`config.mk`:
```
export PLATFORM = sky130hd
export DESIGN_NAME = tlb_mmu
export DESIGN_NICKNAME = d
export VERILOG_FILES = /design/src/cp0_pkg.sv /design/src/mmu_pkg.sv /design/src/addr_xlate.sv /design/src/cp0_tlb_regs.sv /design/src/tlb.sv /design/src/tlb_mmu.sv
export VERILOG_INCLUDE_DIRS = /design/src
export SDC_FILE = /design/constraint.sdc
export NUM_CORES = 2
export LEC_CHECK = 0
export ABC_AREA = 1
export BUFFER_PORTS_ARGS = -buffer_cell sky130_fd_sc_hd__buf_2
export CAP_MARGIN = 15
export CORE_MARGIN = 5
export CORE_UTILIZATION = 40
export DETAILED_ROUTE_END_ITERATION = 10
export PLACE_DENSITY = 0.54
export SLEW_MARGIN = 25
export SYNTH_ARGS = -nofsm -noshare
export SYNTH_HDL_FRONTEND = slang
export SYNTH_SLANG_ARGS = --single-unit
```
`constraint.sdc`:
```
create_clock -name clk -period 7.9 [get_ports clk]
set_input_delay 0.395 -clock clk [delete_from_list [all_inputs] [get_ports clk]]
set_output_delay 0.395 -clock clk [all_outputs]
set_load 0.02 [all_outputs]
```
`src/mmu_config.svh`:
```
/*
 * Sizing of the TLB and the APB register window, plus the bases of the
 * two unmapped segments. Included by every file that needs them.
 */
`ifndef MMU_CONFIG_SVH
`define MMU_CONFIG_SVH

`define TLB_ENTRIES 16
`define TLB_INDEX_W 4

`define APB_ADDR_W 5

// subtracted from unmapped addresses
`define KSEG0_BASE 32'h8000_0000
`define KSEG1_BASE 32'hA000_0000

`endif

```
`src/cp0_pkg.sv`:
```
/*
 * CP0 register map seen over APB: offsets, TLB command codes and the
 * bit positions of the Index, EntryHi and EntryLo fields.
 */
`include "mmu_config.svh"

package cp0_pkg;

    localparam logic [`APB_ADDR_W-1:0] REG_INDEX    = 5'h00;
    localparam logic [`APB_ADDR_W-1:0] REG_ENTRYHI  = 5'h04;
    localparam logic [`APB_ADDR_W-1:0] REG_ENTRYLO0 = 5'h08;
    localparam logic [`APB_ADDR_W-1:0] REG_ENTRYLO1 = 5'h0C;
    localparam logic [`APB_ADDR_W-1:0] REG_COMMAND  = 5'h10;

    localparam logic [31:0] CMD_TLBR  = 32'd1;
    localparam logic [31:0] CMD_TLBWI = 32'd2;
    localparam logic [31:0] CMD_TLBP  = 32'd3;

    // field LSBs, widths are fixed by the TLB ports
    localparam int EHI_VPN2_LSB = 13;
    localparam int EHI_ASID_LSB = 0;
    localparam int ELO_PFN_LSB  = 6;
    localparam int ELO_C_LSB    = 3;
    localparam int ELO_D        = 2;
    localparam int ELO_V        = 1;
    localparam int ELO_G        = 0;
    localparam int IDX_P        = 31;  // probe failure
    localparam int IDX_LSB      = 0;

endpackage

```
`src/mmu_pkg.sv`:
```
/*
 * Types shared by the translation path: the virtual address views,
 * the data access type and the layout of the exception flag vector.
 */
package mmu_pkg;

    // one address word, read as a page split or as a segment split
    typedef union packed {
        struct packed {
            logic [18:0] vpn2;
            logic        odd;     // selects even/odd page of the pair
            logic [11:0] offset;
        } mapped;
        struct packed {
            logic [2:0]  seg;
            logic [28:0] rest;
        } segment;
    } vaddr_t;

    localparam logic [2:0] SEG_KSEG0 = 3'd4;  // cached, unmapped
    localparam logic [2:0] SEG_KSEG1 = 3'd5;  // uncached, unmapped

    typedef enum logic [1:0] {
        ACC_NONE  = 2'd0,
        ACC_LOAD  = 2'd1,
        ACC_STORE = 2'd2
    } mem_access_t;

    // exception vector bits
    localparam int EXC_REFILL   = 0;
    localparam int EXC_INVALID  = 1;
    localparam int EXC_MODIFIED = 2;
    localparam int EXC_W        = 3;

endpackage

```
`src/addr_xlate.sv`:
```
/*
 * Per-port address translation. Strips the unmapped segment bases,
 * forms the mapped physical address and raises the TLB exception flags.
 */
`include "mmu_config.svh"

module addr_xlate (
    input  mmu_pkg::vaddr_t       vaddr,
    input  mmu_pkg::mem_access_t  access,
    input  logic                  found,
    input  logic                  v,
    input  logic                  d,
    input  logic [19:0]           pfn,
    output logic [31:0]           paddr,
    output logic [mmu_pkg::EXC_W-1:0] excp
);
    import mmu_pkg::*;

    logic mapped;

    always_comb begin
        mapped = 1'b0;
        case (vaddr.segment.seg)
            SEG_KSEG0: paddr = vaddr - `KSEG0_BASE;
            SEG_KSEG1: paddr = vaddr - `KSEG1_BASE;
            default: begin
                mapped = 1'b1;
                paddr  = {pfn, vaddr.mapped.offset};
            end
        endcase
    end

    // refill over invalid over modified
    always_comb begin
        excp = '0;
        if (mapped && access != ACC_NONE) begin
            if (!found)
                excp[EXC_REFILL] = 1'b1;
            else if (!v)
                excp[EXC_INVALID] = 1'b1;
            else if (access == ACC_STORE && !d)
                excp[EXC_MODIFIED] = 1'b1;
        end
    end

endmodule

```
`src/cp0_tlb_regs.sv`:
```
/*
 * APB slave for the TLB side of CP0. Holds Index, EntryHi, EntryLo0/1,
 * turns command writes into TLBR, TLBWI and TLBP and captures their results.
 */
`include "mmu_config.svh"

module cp0_tlb_regs (
    input  logic                    clk,
    input  logic                    rst,
    input  logic [`APB_ADDR_W-1:0]  paddr,
    input  logic                    psel,
    input  logic                    penable,
    input  logic                    pwrite,
    input  logic [31:0]             pwdata,
    output logic [31:0]             prdata,
    output logic                    pready,
    output logic                    pslverr,
    output logic [18:0]             entryhi_vpn2,
    output logic [7:0]              entryhi_asid,
    output logic                    probe_active,
    output logic                    tlb_we,
    output logic [`TLB_INDEX_W-1:0] w_index,
    output logic [18:0]             w_vpn2,
    output logic [7:0]              w_asid,
    output logic                    w_g,
    output logic [19:0]             w_pfn0,
    output logic [2:0]              w_c0,
    output logic                    w_d0,
    output logic                    w_v0,
    output logic [19:0]             w_pfn1,
    output logic [2:0]              w_c1,
    output logic                    w_d1,
    output logic                    w_v1,
    output logic [`TLB_INDEX_W-1:0] r_index,
    input  logic [18:0]             r_vpn2,
    input  logic [7:0]              r_asid,
    input  logic                    r_g,
    input  logic [19:0]             r_pfn0,
    input  logic [2:0]              r_c0,
    input  logic                    r_d0,
    input  logic                    r_v0,
    input  logic [19:0]             r_pfn1,
    input  logic [2:0]              r_c1,
    input  logic                    r_d1,
    input  logic                    r_v1,
    input  logic                    s1_found,
    input  logic [`TLB_INDEX_W-1:0] s1_index
);
    import cp0_pkg::*;

    logic                    index_p;
    logic [`TLB_INDEX_W-1:0] index_val;
    logic [19:0]             pfn0, pfn1;
    logic [2:0]              c0, c1;
    logic                    d0, d1, v0, v1, g0, g1;

    logic access, addr_ok, is_cmd, cmd_ok, wr, cmd_wr;

    assign access  = psel && penable;
    assign addr_ok = paddr inside {REG_INDEX, REG_ENTRYHI, REG_ENTRYLO0, REG_ENTRYLO1,
                                   REG_COMMAND};
    assign is_cmd  = paddr == REG_COMMAND;
    assign cmd_ok  = pwdata inside {CMD_TLBR, CMD_TLBWI, CMD_TLBP};

    assign pready  = 1'b1;  // no wait states
    assign pslverr = access && (!addr_ok || (pwrite && is_cmd && !cmd_ok));
    assign wr      = access && pwrite && !pslverr;
    assign cmd_wr  = wr && is_cmd;

    assign tlb_we       = cmd_wr && pwdata == CMD_TLBWI;
    assign probe_active = cmd_wr && pwdata == CMD_TLBP;

    assign entryhi_vpn2 = w_vpn2;
    assign entryhi_asid = w_asid;
    assign w_index      = index_val;
    assign r_index      = index_val;
    assign w_g          = g0 & g1;  // entry is global only if both halves say so
    assign {w_pfn0, w_c0, w_d0, w_v0} = {pfn0, c0, d0, v0};
    assign {w_pfn1, w_c1, w_d1, w_v1} = {pfn1, c1, d1, v1};

    always_ff @(posedge clk) begin
        if (rst) begin
            index_p   <= 1'b0;
            index_val <= '0;
            w_vpn2    <= '0;
            w_asid    <= '0;
            {pfn0, c0, d0, v0, g0} <= '0;
            {pfn1, c1, d1, v1, g1} <= '0;
        end else if (wr) begin
            case (paddr)
                REG_INDEX:    index_val <= pwdata[IDX_LSB +: `TLB_INDEX_W];  // P is read only
                REG_ENTRYHI: begin
                    w_vpn2 <= pwdata[EHI_VPN2_LSB +: 19];
                    w_asid <= pwdata[EHI_ASID_LSB +: 8];
                end
                REG_ENTRYLO0: begin
                    pfn0 <= pwdata[ELO_PFN_LSB +: 20];
                    c0   <= pwdata[ELO_C_LSB +: 3];
                    {d0, v0, g0} <= {pwdata[ELO_D], pwdata[ELO_V], pwdata[ELO_G]};
                end
                REG_ENTRYLO1: begin
                    pfn1 <= pwdata[ELO_PFN_LSB +: 20];
                    c1   <= pwdata[ELO_C_LSB +: 3];
                    {d1, v1, g1} <= {pwdata[ELO_D], pwdata[ELO_V], pwdata[ELO_G]};
                end
                REG_COMMAND: begin
                    if (pwdata == CMD_TLBR) begin
                        w_vpn2 <= r_vpn2;
                        w_asid <= r_asid;
                        {pfn0, c0, d0, v0, g0} <= {r_pfn0, r_c0, r_d0, r_v0, r_g};
                        {pfn1, c1, d1, v1, g1} <= {r_pfn1, r_c1, r_d1, r_v1, r_g};
                    end else if (pwdata == CMD_TLBP) begin
                        index_p <= !s1_found;
                        if (s1_found)
                            index_val <= s1_index;
                    end
                end
                default: ;
            endcase
        end
    end

    always_comb begin
        prdata = '0;
        case (paddr)
            REG_INDEX: begin
                prdata[IDX_P]                      = index_p;
                prdata[IDX_LSB +: `TLB_INDEX_W]    = index_val;
            end
            REG_ENTRYHI: begin
                prdata[EHI_VPN2_LSB +: 19] = w_vpn2;
                prdata[EHI_ASID_LSB +: 8]  = w_asid;
            end
            REG_ENTRYLO0: begin
                prdata[ELO_PFN_LSB +: 20] = pfn0;
                prdata[ELO_C_LSB +: 3]    = c0;
                {prdata[ELO_D], prdata[ELO_V], prdata[ELO_G]} = {d0, v0, g0};
            end
            REG_ENTRYLO1: begin
                prdata[ELO_PFN_LSB +: 20] = pfn1;
                prdata[ELO_C_LSB +: 3]    = c1;
                {prdata[ELO_D], prdata[ELO_V], prdata[ELO_G]} = {d1, v1, g1};
            end
            default: prdata = '0;  // command reads back as zero
        endcase
    end

    a_penable_psel: assert property (@(posedge clk) disable iff (rst) penable |-> psel);

    // a TLB write only lands in an access phase that followed a setup phase
    a_we_access: assert property (@(posedge clk) disable iff (rst)
        tlb_we |-> $past(psel && !penable));

endmodule

```
`src/tlb.sv`:
```
/*
 * Fully associative dual-page TLB. Two combinational search ports,
 * one write port for TLBWI and one read port for TLBR.
 */
`include "mmu_config.svh"

module tlb (
    input  logic                    clk,
    input  logic                    rst,
    // search port 0
    input  logic [18:0]             s0_vpn2,
    input  logic                    s0_odd_page,
    input  logic [7:0]              s0_asid,
    output logic                    s0_found,
    output logic [`TLB_INDEX_W-1:0] s0_index,
    output logic [19:0]             s0_pfn,
    output logic [2:0]              s0_c,
    output logic                    s0_d,
    output logic                    s0_v,
    // search port 1
    input  logic [18:0]             s1_vpn2,
    input  logic                    s1_odd_page,
    input  logic [7:0]              s1_asid,
    output logic                    s1_found,
    output logic [`TLB_INDEX_W-1:0] s1_index,
    output logic [19:0]             s1_pfn,
    output logic [2:0]              s1_c,
    output logic                    s1_d,
    output logic                    s1_v,
    // write port
    input  logic                    we,
    input  logic [`TLB_INDEX_W-1:0] w_index,
    input  logic [18:0]             w_vpn2,
    input  logic [7:0]              w_asid,
    input  logic                    w_g,
    input  logic [19:0]             w_pfn0,
    input  logic [2:0]              w_c0,
    input  logic                    w_d0,
    input  logic                    w_v0,
    input  logic [19:0]             w_pfn1,
    input  logic [2:0]              w_c1,
    input  logic                    w_d1,
    input  logic                    w_v1,
    // read port
    input  logic [`TLB_INDEX_W-1:0] r_index,
    output logic [18:0]             r_vpn2,
    output logic [7:0]              r_asid,
    output logic                    r_g,
    output logic [19:0]             r_pfn0,
    output logic [2:0]              r_c0,
    output logic                    r_d0,
    output logic                    r_v0,
    output logic [19:0]             r_pfn1,
    output logic [2:0]              r_c1,
    output logic                    r_d1,
    output logic                    r_v1
);
    logic [`TLB_ENTRIES-1:0] filled;
    logic [18:0] e_vpn2 [`TLB_ENTRIES];
    logic [7:0]  e_asid [`TLB_ENTRIES];
    logic        e_g    [`TLB_ENTRIES];
    logic [24:0] e_lo0  [`TLB_ENTRIES];  // {pfn, c, d, v}
    logic [24:0] e_lo1  [`TLB_ENTRIES];

    logic [`TLB_ENTRIES-1:0] hit0, hit1;

    always_ff @(posedge clk) begin
        if (rst)
            filled <= '0;
        else if (we)
            filled[w_index] <= 1'b1;
    end

    always_ff @(posedge clk) begin
        if (we) begin
            e_vpn2[w_index] <= w_vpn2;
            e_asid[w_index] <= w_asid;
            e_g[w_index]    <= w_g;
            e_lo0[w_index]  <= {w_pfn0, w_c0, w_d0, w_v0};
            e_lo1[w_index]  <= {w_pfn1, w_c1, w_d1, w_v1};
        end
    end

    // CAM compare, empty entries never hit
    always_comb begin
        for (int i = 0; i < `TLB_ENTRIES; i++) begin
            hit0[i] = filled[i] && e_vpn2[i] == s0_vpn2 && (e_g[i] || e_asid[i] == s0_asid);
            hit1[i] = filled[i] && e_vpn2[i] == s1_vpn2 && (e_g[i] || e_asid[i] == s1_asid);
        end
    end

    always_comb begin
        s0_index = '0;
        s1_index = '0;
        for (int i = 0; i < `TLB_ENTRIES; i++) begin
            if (hit0[i])
                s0_index = i[`TLB_INDEX_W-1:0];
            if (hit1[i])
                s1_index = i[`TLB_INDEX_W-1:0];
        end
    end

    assign s0_found = |hit0;
    assign s1_found = |hit1;
    assign {s0_pfn, s0_c, s0_d, s0_v} = s0_odd_page ? e_lo1[s0_index] : e_lo0[s0_index];
    assign {s1_pfn, s1_c, s1_d, s1_v} = s1_odd_page ? e_lo1[s1_index] : e_lo0[s1_index];

    assign r_vpn2 = e_vpn2[r_index];
    assign r_asid = e_asid[r_index];
    assign r_g    = e_g[r_index];
    assign {r_pfn0, r_c0, r_d0, r_v0} = e_lo0[r_index];
    assign {r_pfn1, r_c1, r_d1, r_v1} = e_lo1[r_index];

    // software must not load overlapping entries
    a_single_hit: assert property (@(posedge clk) disable iff (rst)
        $onehot0(hit0) && $onehot0(hit1));

endmodule

```
`src/tlb_mmu.sv`:
```
/*
 * MMU top level. Translates a fetch and a data address each cycle and
 * exposes the TLB management registers on an APB slave port.
 */
`include "mmu_config.svh"

module tlb_mmu (
    input  logic                   clk,
    input  logic                   rst,
    input  logic [`APB_ADDR_W-1:0] paddr,
    input  logic                   psel,
    input  logic                   penable,
    input  logic                   pwrite,
    input  logic [31:0]            pwdata,
    output logic [31:0]            prdata,
    output logic                   pready,
    output logic                   pslverr,
    input  logic [31:0]            i_vaddr,
    output logic [31:0]            i_paddr,
    output logic                   i_refill,
    output logic                   i_invalid,
    input  logic [31:0]            d_vaddr,
    input  logic [1:0]             d_type,
    output logic [31:0]            d_paddr,
    output logic                   d_refill,
    output logic                   d_invalid,
    output logic                   d_modified
);
    import mmu_pkg::*;

    vaddr_t i_va, d_va;
    logic [EXC_W-1:0] i_excp, d_excp;

    logic [18:0] ehi_vpn2, s1_vpn2;
    logic [7:0]  ehi_asid;
    logic        probe_active, tlb_we;

    logic                    s0_found, s0_d, s0_v, s1_found, s1_d, s1_v;
    logic [`TLB_INDEX_W-1:0] s0_index, s1_index, w_index, r_index;
    logic [19:0]             s0_pfn, s1_pfn;
    logic [2:0]              s0_c, s1_c;

    logic [18:0] w_vpn2, r_vpn2;
    logic [7:0]  w_asid, r_asid;
    logic        w_g, r_g;
    logic [19:0] w_pfn0, w_pfn1, r_pfn0, r_pfn1;
    logic [2:0]  w_c0, w_c1, r_c0, r_c1;
    logic        w_d0, w_d1, w_v0, w_v1, r_d0, r_d1, r_v0, r_v1;

    assign i_va = i_vaddr;
    assign d_va = d_vaddr;

    assign s1_vpn2 = probe_active ? ehi_vpn2 : d_va.mapped.vpn2;  // TLBP borrows port 1

    cp0_tlb_regs u_regs (
        .clk, .rst, .paddr, .psel, .penable, .pwrite, .pwdata, .prdata, .pready, .pslverr,
        .entryhi_vpn2 (ehi_vpn2),
        .entryhi_asid (ehi_asid),
        .probe_active, .tlb_we,
        .w_index, .w_vpn2, .w_asid, .w_g,
        .w_pfn0, .w_c0, .w_d0, .w_v0, .w_pfn1, .w_c1, .w_d1, .w_v1,
        .r_index, .r_vpn2, .r_asid, .r_g,
        .r_pfn0, .r_c0, .r_d0, .r_v0, .r_pfn1, .r_c1, .r_d1, .r_v1,
        .s1_found, .s1_index
    );

    tlb u_tlb (
        .clk, .rst,
        .s0_vpn2 (i_va.mapped.vpn2), .s0_odd_page (i_va.mapped.odd), .s0_asid (ehi_asid),
        .s0_found, .s0_index, .s0_pfn, .s0_c, .s0_d, .s0_v,
        .s1_vpn2, .s1_odd_page (d_va.mapped.odd), .s1_asid (ehi_asid),
        .s1_found, .s1_index, .s1_pfn, .s1_c, .s1_d, .s1_v,
        .we (tlb_we), .w_index, .w_vpn2, .w_asid, .w_g,
        .w_pfn0, .w_c0, .w_d0, .w_v0, .w_pfn1, .w_c1, .w_d1, .w_v1,
        .r_index, .r_vpn2, .r_asid, .r_g,
        .r_pfn0, .r_c0, .r_d0, .r_v0, .r_pfn1, .r_c1, .r_d1, .r_v1
    );

    addr_xlate u_ixlate (
        .vaddr (i_va), .access (ACC_LOAD),  // fetch behaves as a load
        .found (s0_found), .v (s0_v), .d (s0_d), .pfn (s0_pfn),
        .paddr (i_paddr), .excp (i_excp)
    );

    addr_xlate u_dxlate (
        .vaddr (d_va), .access (mem_access_t'(d_type)),
        .found (s1_found), .v (s1_v), .d (s1_d), .pfn (s1_pfn),
        .paddr (d_paddr), .excp (d_excp)
    );

    assign {i_refill, i_invalid} = {i_excp[EXC_REFILL], i_excp[EXC_INVALID]};
    assign d_refill   = d_excp[EXC_REFILL];
    assign d_invalid  = d_excp[EXC_INVALID];
    assign d_modified = d_excp[EXC_MODIFIED];

endmodule
```
==> metrics.md <==
| Metric | Value |
|---|---|
| Post-synth EDFFs | `1248` |
| Setup CP Type | `input pin to primary output` |
| Global-route wire length before repair | `593000 um` |
| Post-Route WL | `438000 um` |
| Sw Pwr | `4.03 mW` |
| Multi-input logic area | `33800 sq um` |
| Pwr per Cell Area | `180 nW/um^2` |
| Syn Inst Count | `9529` |
| FF-to-FF Start | `u_regs.entryhi_asid[6]` |
| Chip Height | `457 um` |
| Placed cell area | `84500 sq um` |
| Gr usage total | `0.399` |
| Core box area | `199000 sq um` |
| Fin crit period | `7.83 ns` |
| Setup TNS | `0 ns` |
| Design area | `90100 sq um` |
| Crit end category | `primary output` |
| FF-to-FF path depth | `19` |
| Fin. max-slew vios | `0` |
| Clock Sinks | `1352` |
| Startpoint Class | `input pin` |
| Mapped Nets | `9643` |
| Post-DP HPWL | `277000 um` |
| Status | `finished, final reports clean` |
| Filler instances | `19400` |
| Initial Util | `0.401` |
| Max IR drop VDD | `216 uV` |
| GP Congestion | `1.10` |
| Total power | `16.2 mW` |
| Syn. warnings | `0` |
| Share of cells above drive strength 1 | `0.0931` |
| Sequential share of power | `0.475` |
| Final period utilization | `0.991` |
| Critical Path End | `d_paddr[21]` |
| Drt wl/cell | `35.6 um` |
| Crit path DAT | `7.43 ns` |
| FFs w/ async S/R, synth | `0` |
| Util after Layout | `0.452` |
| Gr ovfl total | `0` |
| Fin. Hold Viols | `0` |
| CTS tree | `done` |
| Critical Path Fanout Max | `78` |
| Most Frequent Cell on Critical Path | `nand2_1` |
| Sequential area share after synthesis | `0.495` |
| Reg clk slew, reported paths | `0.06 ns` |
| Critical-path top delay cell | `dlygate4sd3_1` |
| Flop2flop setup slack | `2.11 ns` |
| Max H-tree Level | `4` |
| Worst-Margin Slew | `1.21 ns` |
| Largest net degree at the start of global routing | `167` |
| Avg Cell Area, Syn | `8.39 sq um` |
| Post-Synthesis Cell Area | `80000 sq um` |
| Ys flop type | `edfxtp_1` |
| Share of the synthesized area in the top cell type | `0.469` |
| Die footprint | `209000 sq um` |
| Num ports | `211` |
| Worst skew pair latency | `0.87 ns` |
| 1st-iter DRT viols | `14400` |
| Max Fclk | `128 MHz` |
| Power share of the clock group | `0.472` |
| Count of final setup violators | `0` |
| Comb pwr share | `0.053` |
| Required time worst endpoint | `7.51 ns` |
| Crit. Startpoint | `pwdata[4]` |
| HP Class | `input pin to flop` |
| Unrepaired setup endpoints after global routing | `false` |
| Antenna violations before repair | `33` |
| Final Skew | `0.0302 ns` |
| Max-Cap Viols | `0` |
| Total clock buffers created by CTS | `164` |
| #FFs+latches synth | `1352` |
| Switch share | `0.249` |
| FF+latch area | `39600 sq um` |
| Slew HR | `0.195` |
| Max stage delay on crit path | `0.53 ns` |
| Final nets | `9590` |
| Count leader, synth | `nand2_1` |
| DR DRC count | `0` |
| Drt first pass iters | `9` |
| Cell taking the most area after synthesis | `edfxtp_1` |
| FP Rows | `164` |
| Internal Pwr Total | `12.2 mW` |
| Hold depth | `3` |
| Vias per cell | `6.55` |
| Vias in the first global route | `74200` |
| Vias post-DR | `80500` |
| Synth cell types | `70` |
| Root buffer cell | `clkbuf_16` |
| Top cells by area, synth | `edfxtp_1 (47%), nand2_1 (7.7%), o21ai_0 (6.6%), a21oi_1 (6.3%), inv_1 (4.4%)` |
| Post-synth top cells | `nand2_1 (1639), edfxtp_1 (1248), o21ai_0 (1053)` |
| Post-route ant nets | `0` |
| CTS max path bufs | `3` |
| Die X | `457 um` |
| P_leak | `33.9 nW` |
| Area growth syn-to-layout | `12.6%` |
| Port Buffers | `161` |
-- sequential cells by signal, indices dropped and copies added, names as in the netlist, 3 cells and up, named ones only --
name,flops
u_regs.w_c0,3
u_tlb.filled,16
u_tlb.e_lo0,400
u_tlb.e_vpn2,304
u_regs.w_pfn1,20
u_regs.entryhi_asid,8
u_regs.w_pfn0,20
u_regs.r_index,4
u_regs.entryhi_vpn2,19
u_regs.w_c1,3
u_tlb.e_lo1,400
u_tlb.e_g,16
u_tlb.e_asid,128
-- placed cells by master (no fill, tap or decap), drive strengths merged, types with 14 or more instances in the layout --
cell type,netlist,routed
nor4,90,90
or2,21,21
o22ai,204,204
o32ai,40,40
o211ai,205,205
buf,239,503
inv,962,966
dfxtp,104,104
o31ai,58,58
nand2,1683,1683
diode,0,17
a31oi,143,143
edfxtp,1248,1248
a2111oi,14,14
o221ai,42,42
a21oi,1007,1007
nand3,613,613
nor3,46,46
nor3b,16,16
nand4,104,104
o2111ai,36,36
nand3b,19,19
o21ai,1176,1176
a211oi,117,117
nor2,477,477
clkbuf,494,231
a221oi,39,39
clkinv,17,75
a311oi,17,17
xnor2,45,45
xor2,186,186
-- power by group through the flow --
stage / clock network, mW / registers [mW] / logic [mW]
after floorplan: 0 / 7.85 / 0.344
after global placement: 0 / 7.85 / 0.803
after detailed placement: 0 / 7.85 / 0.793
after CTS: 7.67 / 7.70 / 0.799
after global routing: 7.97 / 7.70 / 0.841
final: 7.64 / 7.70 / 0.861
-- stage by stage --
step | hold WS, ns | std cells | setup slack, ns
floorplan | 0.436 | 9529 | 0.296
detailed placement | 0.460 | 12000 | 0.429
global placement | 0.452 | 12000 | 0.471
CTS | 0.00655 | 12300 | 0.0144
global route | 0.0563 | 12300 | 0.00563
finish | 0.0635 | 12300 | 0.0743
-- critical path, delay by kind of cell --
kind	cells	cell delay, ns
compound gates	4	0.78
buf+inv	7	2.29
simple gates	21	3.76
-- routing by layer --
metal | GRT usage | vias to the layer above | share of wire
met3 | 0.125 | 1402 | 0.14
met2 | 0.568 | 6501 | 0.41
met5 | 0 | - | 0.00021
li1 | - | 33800 | -
met1 | 0.525 | 38800 | 0.38
met4 | 0.252 | 14 | 0.078
-- cell families (layout without fill, tap and decap cells) --
kind of cell,after synthesis,after routing,share of synthesized area
AO/OA/AOI/OAI,3126,3126,0.223
AND/OR/NAND/NOR,3101,3101,0.169
buffers and inverters,1712,1798,0.0868
flip-flops,1352,1352,0.495
XOR/XNOR,231,231,0.0254
adder cells (fa/ha/maj),6,6,0.000939
other,1,18,0.0000469
-- how the worst min path moves through the flow --
stage                         from          endpoint  slack (ns)
finish                   pwdata[7]  u_regs.w_pfn0[1]        0.06
global route             pwdata[6]  u_regs.w_pfn0[0]        0.06
CTS                     pwdata[11]  u_regs.w_pfn0[5]       0.007
detailed placement  u_regs.index_p    u_regs.index_p        0.46
global placement    u_regs.index_p    u_regs.index_p        0.45
floorplan           u_regs.index_p    u_regs.index_p        0.44
-- layout make-up --
| class | count | area share |
|---|---|---|
| inverters | 979 | 0.0417 |
| flip-flops and latches | 1352 | 0.440 |
| repair buffers | 514 | 0.0477 |
| well taps | 2656 | 0.0369 |
| clock inverters | 74 | 0.00827 |
| multi-input cells | 6465 | 0.375 |
| diodes | 17 | 0.000472 |
| clock buffers | 231 | 0.0504 |
-- timing repair --
action / CTS / global route
buffers inserted: 0 / 2
endpoints found under the hold margin: 18 / 0
endpoints found under the setup margin: 0 / 22
hold buffers: 11 / 0
resized for setup: 0 / 16
No activity file was read; power rests on OpenSTA's default activity.
